--- src/hw/dbus_pkg.sv ---
// ~~~~~~~~~~~~~~~~~~~~
// dbus_pkg
// shared bus constants, address views and the request, response and lane records
// ~~~~~~~~~~~~~~~~~~~~

package dbus_pkg;

    localparam int NCORES        = 4;
    localparam int PORT_W        = 2;
    localparam int CREDITS       = 2;      // request slots per port
    localparam int DMEM_WORDS    = 1024;
    localparam int DMEM_AW       = 10;
    localparam int MMIO_HART_BIT = 12;     // set selects hart reg, clear the counter

    localparam logic [2:0] REGION_DMEM = 3'b001;
    localparam logic [2:0] REGION_MMIO = 3'b100;

    typedef logic [1:0] cnt_ctrl_t;

    localparam cnt_ctrl_t CNT_CLEAR = 2'd0;
    localparam cnt_ctrl_t CNT_RUN   = 2'd1;
    localparam cnt_ctrl_t CNT_HOLD  = 2'd2;

    typedef struct packed {
        logic                  hi_unused;
        logic [2:0]            region;     // bits 30:28
        logic [25-DMEM_AW:0]   unused;
        logic [DMEM_AW-1:0]    word;
        logic [1:0]            offset;
    } dmem_addr_t;

    typedef struct packed {
        logic                       hi_unused;
        logic [2:0]                 region;
        logic [26-MMIO_HART_BIT:0]  unused;
        logic                       hart_sel;
        logic [MMIO_HART_BIT-1:0]   offset;  // register offset
    } mmio_addr_t;

    // one address word, read as memory or as register space
    typedef union packed {
        dmem_addr_t dmem;
        mmio_addr_t mmio;
    } dbus_addr_u;

    typedef struct packed {
        logic        valid;
        logic        write;
        logic        lr;
        logic        sc;
        dbus_addr_u  addr;
        logic [31:0] wdata;
        logic [3:0]  wstrb;
    } dbus_req_t;

    typedef struct packed {
        logic        valid;
        logic [31:0] rdata;
        logic        sc_fail;
    } dbus_resp_t;

    typedef struct packed {
        logic               valid;
        logic               write;     // also set for sc
        logic               lr;
        logic               sc;
        logic [DMEM_AW-1:0] word;
        logic [31:0]        wdata;
        logic [3:0]         wstrb;
    } dmem_req_t;

    typedef struct packed {
        logic               valid;
        logic [PORT_W-1:0]  port;
        logic               write;
        logic               lr;
        logic               sc;
        logic [DMEM_AW-1:0] word;
        logic [31:0]        wdata;
        logic [3:0]         wstrb;
    } lane_t;

endpackage

--- src/hw/cycle_counter.sv ---
// ~~~~~~~~~~~~~~~~~~~~
// cycle_counter
// shared 64-bit cycle count with clear, run and hold
// ~~~~~~~~~~~~~~~~~~~~

module cycle_counter (
    input  logic                         clk_i,
    input  logic                         rst,
    input  logic [dbus_pkg::NCORES-1:0]  cnt_we_i,
    input  dbus_pkg::cnt_ctrl_t          cnt_ctrl_i [dbus_pkg::NCORES],
    output logic [63:0]                  count_o
);
    import dbus_pkg::*;

    cnt_ctrl_t ctrl_q;
    cnt_ctrl_t ctrl_d;

    // lowest writing port wins
    always_comb begin
        ctrl_d = ctrl_q;
        for (int p = NCORES - 1; p >= 0; p--) begin
            if (cnt_we_i[p]) ctrl_d = cnt_ctrl_i[p];
        end
    end

    always_ff @(posedge clk_i) begin
        if (rst) begin
            ctrl_q  <= CNT_CLEAR;
            count_o <= '0;
        end else begin
            ctrl_q <= ctrl_d;
            case (ctrl_q)
                CNT_CLEAR: count_o <= '0;
                CNT_RUN:   count_o <= count_o + 64'd1;
                CNT_HOLD:  ;
                default:   ;                 // unused code holds too
            endcase
        end
    end

endmodule

--- config.mk ---
export PLATFORM = sky130hd
export DESIGN_NAME = cycle_counter
export DESIGN_NICKNAME = d
export VERILOG_FILES = /design/src/hw/dbus_pkg.sv /design/src/hw/cycle_counter.sv
export SDC_FILE = /design/constraint.sdc
export NUM_CORES = 1
export LEC_CHECK = 0
export ABC_AREA = 1
export BUFFER_PORTS_ARGS = -buffer_cell sky130_fd_sc_hd__buf_4
export CORE_UTILIZATION = 53
export DETAILED_ROUTE_END_ITERATION = 6
export PLACE_DENSITY_LB_ADDON = 0.05
export REMOVE_ABC_BUFFERS = 1
export SYNTH_ARGS = -nofsm -noshare
export SYNTH_HDL_FRONTEND = slang
export SYNTH_SLANG_ARGS = --single-unit
--- constraint.sdc ---
create_clock -name clk_i -period 1.9 [get_ports clk_i]
set_input_delay 0.38 -clock clk_i [delete_from_list [all_inputs] [get_ports clk_i]]
set_output_delay 0.38 -clock clk_i [all_outputs]
set_load 0.01 [all_outputs]
==> flow_metrics.py, run 1 <==
metrics = {
    "outcome": {
        "status": "complete, but fails checks",
        "violations": "DRC",
    },
    "detailed_routing": {
        "route.vias.total": 4543,
        "vias_per_cell": 5.39,
        "dr.max_layer_used": "met4",
        "wl_per_cell_um": 14.9,
        "wl_met1_mm": 5.46,
        "drc": 4,
        "ant_nets": 0,
        "first_pass_iters": 7,
        "met2_length_mm": 5.67,
        "wl_mm": 12.6,
        "drt_iter0_drc": 394,
        "met3RoutedLength_mm": 1.13,
    },
    "clock_tree": {
        "cts_max_level": 3,
        "cts_max_path_buffers": 2,
        "cts_tree": "yes",
        "clock_sink_count": 66,
        "clkLatencyLatePin_ps": 340,
        "cts_setup_buffers": 0,
        "clkTransAtPathRegs_ps": 80,
        "cts_buffers": 9,
        "cts-root-buf": "clkbuf_8",
        "cts_hold_buf": 0,
    },
    "cells_and_area": {
        "layout_commonest_cell": "nand2_1",
        "layout_common_cells": "nand2_1 (175), nor2_1 (123), buf_4 (89), inv_1 (70), dfxtp_1 (66)",
        "layout.nets": 754,
        "utilization": 0.685,
        "syn2layout_area_growth_pct": 25.6,
        "antenna_cells": 0,
        "drive_above_1_share": 0.206,
    },
    "logic_synthesis": {
        "synth_top_area_frac": 0.336,
        "syn_area_per_cell_um2": 6.07,
        "ys.warnings.count": 0,
        "synth_area_leader_cell": "dfxtp_1",
        "synth.distinct_cells": 37,
        "syn_area_mm2": 0.00393,
        "synth-seq-cells": 66,
        "ys_seq_area_frac": 0.336,
        "synth_area_leaders": "dfxtp_1 (34%), nand2_1 (17%), nor2_1 (12%), inv_1 (6.7%), a21oi_1 (6.4%)",
        "netlist_instances": 648,
    },
    "run": {
        "maxCapViolCount": 0,
    },
    "power": {
        "finalPower_uw": 2920,
        "pwr-share-clk": 0.459,
        "switching_share": 0.238,
        "pwr-share-seq": 0.476,
        "combPwrFrac": 0.065,
        "leakagePower_uw": 0.00178,
        "internal-power_uw": 2230,
        "switching_power_uw": 696,
        "power.density_mw_per_mm2": 592,
        "ir_drop_v": 0.000469,
    },
    "floorplanning": {
        "dieArea_mm2": 0.00777,
        "die_x_um": 88.1,
        "fp.coreArea_mm2": 0.00721,
        "io_pins": 78,
        "start_util": 0.545,
        "rows": 31,
        "fp.dieH_um": 88.1,
    },
    "setup_path": {
        "path_buf_inv": 0,
        "slowest_stage": "dfxtp_1",
        "slowest_delay_ps": 460,
        "worstPathArrival_ps": 2000,
        "path_cells": "nand2_1 -> nor2_1 -> nand2_1 -> nor2_1 -> nand3b_1 -> nor2_1 -> nand2_1 -> nand2_1 -> nor2_1",
        "cp-end-kind": "register",
        "worst-path-max-fanout": 5,
        "crit_required_ps": 2140,
        "worstSetupStartpointType": "register",
        "crit_family": "simple AND/OR/NAND/NOR gates",
        "crit_type": "reg -> reg",
    },
    "sta": {
        "final-hold-violation-count": 0,
        "setup_viol": 0,
        "finClkSkew_ps": 15.8,
        "fin_hold_ws_ps": 235,
        "min_period_ps": 1760,
        "grt_setup_unrepaired": "no",
        "maxSlewViolCount": 0,
        "relSlewSlack": 0.686,
        "fmax_ghz": 0.569,
        "fin_crit_sh": 0.925,
        "tightest_slew_ps": 469,
        "tns_ps": 0,
    },
    "global_routing": {
        "antenna_found_initial": 0,
        "grt_use_total": 0.332,
        "grt_max_degree": 29,
        "grt_pass1_wl_mm": 19.5,
        "overflow": 0,
        "first_global_vias": 3976,
    },
    "placed_design": {
        "place.gp.congestion": 0.954,
        "port_buffers": 77,
        "hpwl_mm": 9.87,
    },
    "worst_hold_path": {
        "hold_path_class": "in -> reg",
    },
}
-- sequential cells by signal (all words and copies together), names as in the netlist --
| name | cells |
|---|---|
| count_o | 64 |
| ctrl_q | 2 |
-- cells in the mapped netlist --
| master | instances |
|---|---|
| a221oi_1 | 2 |
| ha_1 | 1 |
| o21ai_1 | 4 |
| inv_2 | 6 |
| a22oi_1 | 1 |
| nor2_8 | 1 |
| nor2_2 | 19 |
| dfxtp_1 | 66 |
| and2_1 | 1 |
| clkbuf_1 | 3 |
| nand3b_1 | 2 |
| nand3_1 | 36 |
| clkinv_1 | 1 |
| nor4_1 | 1 |
| buf_4 | 1 |
| and3_1 | 1 |
| xnor2_1 | 1 |
| inv_1 | 70 |
| o211a_1 | 1 |
| o21a_1 | 2 |
| nor3_1 | 7 |
| a21oi_1 | 50 |
| o21bai_1 | 2 |
| nand3_2 | 2 |
| or2_4 | 1 |
| nor3b_1 | 1 |
| nand2_2 | 7 |
| a21oi_4 | 1 |
| inv_4 | 1 |
| buf_1 | 3 |
| nor2_4 | 4 |
| o21ai_0 | 29 |
| buf_2 | 3 |
| nor3b_2 | 2 |
| nand2_1 | 176 |
| nor2_1 | 126 |
| nand4_1 | 13 |
-- cell families after synthesis --
group	count (synthesis)	synth area share
compound gates	92	0.126
xor+xnor	1	0.00223
fa+ha+maj	1	0.00318
buf+inv	88	0.0865
flops	66	0.336
simple gates	400	0.446
-- metal layers --
| layer | vias to the layer above | track usage |
|---|---|---|
| met4 | 0 | 0.136 |
| li1 | 2247 | - |
| met3 | 29 | 0.0471 |
| met2 | 237 | 0.524 |
| met1 | 2030 | 0.456 |
| met5 | - | 0 |
-- metrics by stage --
step                      worst slack, ps  cell area, µm²  std cells
after floorplan                      -132            3890        638
after global placement                126            4700        827
after detailed placement              124            4700        827
after CTS                             102            4920        843
after global routing                 5.41            4940        843
final                                 142            4940        843
-- final timing paths --
| kind | from | to | slack [ps] | cells past startpoint |
|---|---|---|---|---|
| setup / recovery | count_o[47] | count_o[56] | 140 | 9 |
| hold / removal | rst | count_o[1] | 240 | 2 |
| setup reg to reg | count_o[47] | count_o[56] | 140 | 9 |
| hold reg to reg | count_o[24] | count_o[24] | 510 | 2 |
-- final cells by class --
class | instances | area [µm²]
clock inverters | 5 | 77.6
repair buffers | 90 | 688
multi-input cells | 494 | 2290
clock buffers | 11 | 141
inverters | 78 | 295
flip-flops and latches | 66 | 1320
well taps | 99 | 124
fillers | 663 | 2280
-- repair_timing --
action | 4_1_cts | 5_1_grt
endpoints found under the hold margin | 0 | 0
setup endpoints to repair | 0 | 9
gates resized for setup | 0 | 6
-- power groups by stage --
stage	clock, µW	combinational (µW)	sequential [µW]
after global placement	0	184	1420
final	1340	189	1390
after detailed placement	0	186	1420
after floorplan	0	97.6	1430
after global routing	1400	209	1390
after CTS	1330	187	1390
-- worst reg2reg max path: stages (launching register included) --
cell and delay, ps:
dfxtp_1 460, nand2_1 110, nor2_1 290, nand2_1 100, nor2_1 220, nand3b_1 150
nor2_1 170, nand2_1 70, nand2_1 60, nor2_1 30
No activity file was read; power rests on OpenSTA's default activity.
==> inputs of run 2 (changes only) <==
--- a/config.mk
+++ b/config.mk
@@ -9,6 +9,7 @@
 export BUFFER_PORTS_ARGS = -buffer_cell sky130_fd_sc_hd__buf_4
 export CORE_UTILIZATION = 53
 export DETAILED_ROUTE_END_ITERATION = 6
+export MAX_ROUTING_LAYER = met4
 export PLACE_DENSITY_LB_ADDON = 0.05
 export REMOVE_ABC_BUFFERS = 1
 export SYNTH_ARGS = -nofsm -noshare
==> run 2 against run 1 <==
- the flow now finishes without violations
- sequential share of layout area is 0.11 points higher
- routed wire length is 0.13% lower
- setup slack worse by 37 ps
- critical path depth is 1 higher
- hold slack worse by 10 ps
- clock skew is 3.5 ps lower
- flip-flop and latch count stayed put
- die area stayed put
- largest cell class unchanged
==> flow_metrics.py, run 2 (synthesis results as in run 1) <==
metrics = {
    "outcome": {
        "status": "finished clean",
    },
    "cells_and_area": {
        "seqCellArea_mm2": 0.00132,
        "largest_register_ffs": 64,
        "largestRegisters": "count_o (64), ctrl_q (2)",
        "layout_common_cells": "nand2_1 (175), nor2_1 (121), buf_4 (91), inv_1 (70), dfxtp_1 (65)",
        "nFillCells": 677,
        "top_register": "count_o",
        "layout_commonest_cell": "nand2_1",
        "multi_input_area_mm2": 0.00230,
        "fin_cells": 844,
        "drive_above_1_share": 0.208,
        "layout.nets": 755,
        "syn2layout_area_growth_pct": 25.2,
        "antenna_cells": 0,
    },
    "sta": {
        "tightest_slew_ps": 396,
        "final-hold-violation-count": 0,
        "grt_setup_unrepaired": "yes",
        "setup_viol": 0,
        "fin_crit_sh": 0.945,
        "relSlewSlack": 0.735,
        "finClkSkew_ps": 12.3,
        "fmax_ghz": 0.557,
        "timing.final.ws_setup_ps": 105,
        "maxSlewViolCount": 0,
        "min_period_ps": 1790,
        "tns_ps": 0,
    },
    "placed_design": {
        "port_buffers": 77,
        "place.gp.congestion": 0.937,
        "hpwl_mm": 9.95,
        "place_ws_ps": 81.3,
        "placed_cells": 826,
    },
    "clock_tree": {
        "cts_max_level": 3,
        "cts_buffers": 9,
        "cts_max_path_buffers": 2,
        "cts_hold_buf": 0,
        "clock_sink_count": 66,
        "cts-root-buf": "clkbuf_8",
        "clkLatencyLatePin_ps": 350,
        "clkTransAtPathRegs_ps": 80,
        "cts_tree": "yes",
    },
    "detailed_routing": {
        "first_pass_iters": 5,
        "dr.max_layer_used": "met4",
        "vias_per_cell": 5.39,
        "met2_length_mm": 5.64,
        "ant_nets": 0,
        "route.vias.total": 4548,
        "met3RoutedLength_um": 932,
        "drt_iter0_drc": 397,
        "wl_mm": 12.6,
        "drc": 0,
        "wl_per_cell_um": 14.9,
        "wl_met1_mm": 5.63,
    },
    "floorplanning": {
        "fp.dieH_um": 88.1,
        "io_pins": 78,
        "die_x_um": 88.1,
        "fp.coreArea_mm2": 0.00721,
        "start_util": 0.545,
        "dieArea_mm2": 0.00777,
        "rows": 31,
    },
    "global_routing": {
        "grt_pass1_wl_mm": 20.0,
        "grt_use_total": 0.351,
        "grt_max_degree": 27,
        "antenna_found_initial": 0,
        "first_global_vias": 4095,
        "overflow": 0,
    },
    "worst_hold_path": {
        "hold_path_class": "in -> reg",
    },
    "setup_path": {
        "crit_top_cell": "nand2_2",
        "worstSetupStartpointType": "register",
        "worst-path-max-fanout": 4,
        "crit_required_ps": 2140,
        "crit_type": "reg -> reg",
        "cp-end-kind": "register",
        "slowest_stage": "dfxtp_1",
        "path_cells": "ha_1 -> nand2_2 -> nor2_4 -> nand2_2 -> nor2_1 -> nand2_2 -> nor2_4 -> nand3_1 -> nand2_1 -> nor2_1",
        "worstPathArrival_ps": 2040,
        "slowest_delay_ps": 370,
    },
    "power": {
        "leakagePower_uw": 0.00178,
        "power.density_mw_per_mm2": 567,
        "ir_drop_v": 0.000416,
    },
    "run": {
        "maxCapViolCount": 0,
    },
}
==> run 2: cell types whose count changed in the layout (fill, tap and decap cells not counted), sizes merged <==
cell	delta
clkinv	-1
buf	+1
clkbuf	+3
bufinv	-1
clkinvlp	-1
==> run 2: worst paths after layout <==
kind                    from  cells after the start           to  slack, ps
setup / recovery  count_o[0]                     10  count_o[44]        110
hold / removal           rst                      2   count_o[1]        220
hold reg to reg   count_o[1]                      2   count_o[1]        490
setup reg to reg  count_o[0]                     10  count_o[44]        110
==> run 2: metal layers <==
layer	vias to the layer above	track usage
met3	31	0.0518
met1	2074	0.463
li1	2239	-
met5	-	-
met4	0	0.142
met2	204	0.540
==> run 2: repair_timing <==
action	CTS	global route
resized for setup	0	10
endpoints found under the hold margin	0	0
buffers inserted	0	2
setup endpoints to repair	0	12
==> run 2: per-stage QoR <==
stage	utilization	power, µW	hold WS, ps	area (µm²)
5_1_grt	0.682	2860	229	4920
6_report	0.682	2790	225	4920
4_1_cts	0.676	2800	224	4880
3_5_place_dp	0.649	1600	494	4680
3_3_place_gp	0.649	1600	479	4680
2_1_floorplan	-	1530	449	3890
==> run 2: power breakdown <==
group / switching (µW) / leakage [µW] / internal, µW
Clock: 540 / 0.000101 / 679
Combinational: 118 / 0.00114 / 62.4
Sequential: 4.54 / 0.000532 / 1390
==> run 2: critical path: cells and delay by family, from the launching register on <==
family / cells / cell delay, ps
AND/OR/NAND/NOR: 9 / 1120
adder cells (fa/ha/maj): 1 / 200
flip-flops: 1 / 370
==> run 2: final cells by class <==
class	count	area share
well taps	99	0.0252
clock buffers	14	0.0330
inverters	78	0.0600
flip-flops and latches	66	0.269
repair buffers	91	0.139
multi-input cells	494	0.467
clock inverters	2	0.00712
==> inputs of run 3 (changes only) <==
--- a/config.mk
+++ b/config.mk
@@ -7,7 +7,7 @@
 export LEC_CHECK = 0
 export ABC_AREA = 1
 export BUFFER_PORTS_ARGS = -buffer_cell sky130_fd_sc_hd__buf_4
-export CORE_UTILIZATION = 53
+export CORE_UTILIZATION = 56
 export DETAILED_ROUTE_END_ITERATION = 6
 export MAX_ROUTING_LAYER = met4
 export PLACE_DENSITY_LB_ADDON = 0.05
==> run 3 against run 2 <==
- flip-flop and latch count did not move
- core utilization increased by 4.3 points
- via count rose by 2.3%
- first-iteration DRC count increased by 14%
- largest cell class unchanged
- setup slack got worse by 3.5 ps
- die area shrank 5.2%
- largest power group unchanged
==> flow_metrics.py, run 3 (synthesis results as in run 1) <==
metrics = {
    "outcome": {
        "status": "finished clean",
    },
    "clock_tree": {
        "cts_max_level": 3,
        "cts_max_path_buffers": 2,
        "cts_buffers": 9,
        "cts-root-buf": "clkbuf_8",
        "cts_hold_buf": 0,
        "clock_sink_count": 66,
        "clkLatencyLatePin_ps": 350,
        "cts_tree": "yes",
        "clkTransAtPathRegs_ps": 80,
    },
    "setup_path": {
        "timing.rr.start": "count_o[0]",
        "worstPathArrival_ps": 2030,
        "rrSetupSlack_ps": 100,
        "worst-r2r-cell-count": 11,
        "r2r-end": "count_o[49]",
        "worst-path-max-fanout": 4,
        "crit_required_ps": 2130,
        "crit_type": "reg -> reg",
        "cp-end-kind": "register",
        "worstSetupStartpointType": "register",
    },
    "detailed_routing": {
        "route.vias.total": 4651,
        "first_pass_iters": 7,
        "wl_mm": 12.6,
        "wl_per_cell_um": 15.0,
        "drc": 0,
        "ant_nets": 0,
        "drt_iter0_drc": 452,
        "vias_per_cell": 5.53,
    },
    "cells_and_area": {
        "utilization": 0.726,
        "nFillCells": 571,
        "drive_above_1_share": 0.205,
        "layout_commonest_cell": "nand2_1",
        "largest_register_ffs": 64,
        "layout.nets": 756,
        "layout_common_cells": "nand2_1 (176), nor2_1 (123), buf_4 (91), inv_1 (70), dfxtp_1 (66)",
        "fin_cells": 841,
        "largestRegisters": "count_o (64), ctrl_q (2)",
        "top_register": "count_o",
        "syn2layout_area_growth_pct": 25.4,
        "antenna_cells": 0,
        "final_area_mm2": 0.00493,
    },
    "floorplanning": {
        "die_x_um": 85.8,
        "rows": 30,
        "dieArea_mm2": 0.00736,
        "fp.dieH_um": 85.8,
        "fp.coreArea_mm2": 0.00679,
        "io_pins": 78,
        "start_util": 0.579,
    },
    "placed_design": {
        "hpwl_mm": 9.91,
        "placed_cells": 826,
        "place_area_mm2": 0.00471,
        "place.gp.congestion": 0.995,
        "port_buffers": 77,
    },
    "power": {
        "ir_drop_v": 0.000492,
        "power.density_mw_per_mm2": 584,
        "leakagePower_uw": 0.00178,
        "finalPower_uw": 2880,
    },
    "global_routing": {
        "grt_use_total": 0.365,
        "overflow": 0,
        "antenna_found_initial": 0,
        "grt_max_degree": 18,
        "first_global_vias": 4191,
        "grt_pass1_wl_mm": 20.1,
    },
    "worst_hold_path": {
        "hold_path_class": "in -> reg",
        "min-delay-start": "rst",
        "hold_depth": 2,
        "min_delay_worst_endpoint": "count_o[1]",
    },
    "run": {
        "maxCapViolCount": 0,
    },
    "sta": {
        "finClkSkew_ps": 12.9,
        "maxSlewViolCount": 0,
        "final-hold-violation-count": 0,
        "fin_hold_ws_ps": 241,
        "setup_viol": 0,
        "fmax_ghz": 0.556,
        "relSlewSlack": 0.669,
        "grt_setup_unrepaired": "no",
        "fin_crit_sh": 0.947,
        "min_period_ps": 1800,
        "tightest_slew_ps": 496,
    },
}
[run 3: routing by layer]
layer,GRT usage,part of all wire,vias up
li1,-,-,2257
met1,0.478,0.43,2075
met2,0.568,0.44,273
met3,0.0500,0.10,46
met4,0.155,0.032,0
met5,-,0,-
[run 3: report_power, final]
part,switching [µW],internal (µW)
registers,4.55,1390
logic,122,71.1
clock network,567,730
[run 3: repair_timing]
item | 4_1_cts | 5_1_grt
resized for setup | 0 | 4
setup buffers | 0 | 0
endpoints found under the setup margin | 0 | 2
[run 3: worst max path at each step]
stage / from / endpoint / slack, ps / cells after the start
after floorplan: ctrl_q[1] / count_o[52] / -130 / 5
after global placement: count_o[1] / count_o[46] / 190 / 10
after detailed placement: count_o[1] / count_o[56] / 140 / 10
after CTS: count_o[1] / count_o[56] / 110 / 10
after global routing: count_o[1] / count_o[60] / 2 / 10
final: count_o[0] / count_o[49] / 100 / 11
[run 3: worst max-delay path: stages (launching register included)]
cell	delay [ps]
dfxtp_1	380
inv_1	90
nor2_2	200
nand2_2	110
inv_2	70
nand2_1	100
nor2_2	160
nand2_1	180
nor2_2	210
nand2_1	70
nand2_1	60
nor2_1	40
[run 3: area by class of cell]
cell class | instances | area [µm²] | area share
clock buffers | 10 | 128 | 0.0259
repair buffers | 92 | 703 | 0.143
well taps | 96 | 120 | 0.0244
clock inverters | 5 | 80.1 | 0.0162
multi-input cells | 494 | 2280 | 0.463
flip-flops and latches | 66 | 1320 | 0.268
inverters | 78 | 295 | 0.0599
[run 3: stage by stage]
| stage | TNS [ps] | worst slack (ps) |
|---|---|---|
| 6_report | 0 | 102 |
| 5_1_grt | 0 | 1.59 |
| 4_1_cts | 0 | 109 |
| 3_5_place_dp | 0 | 138 |
| 3_3_place_gp | 0 | 187 |
| 2_1_floorplan | -696 | -132 |
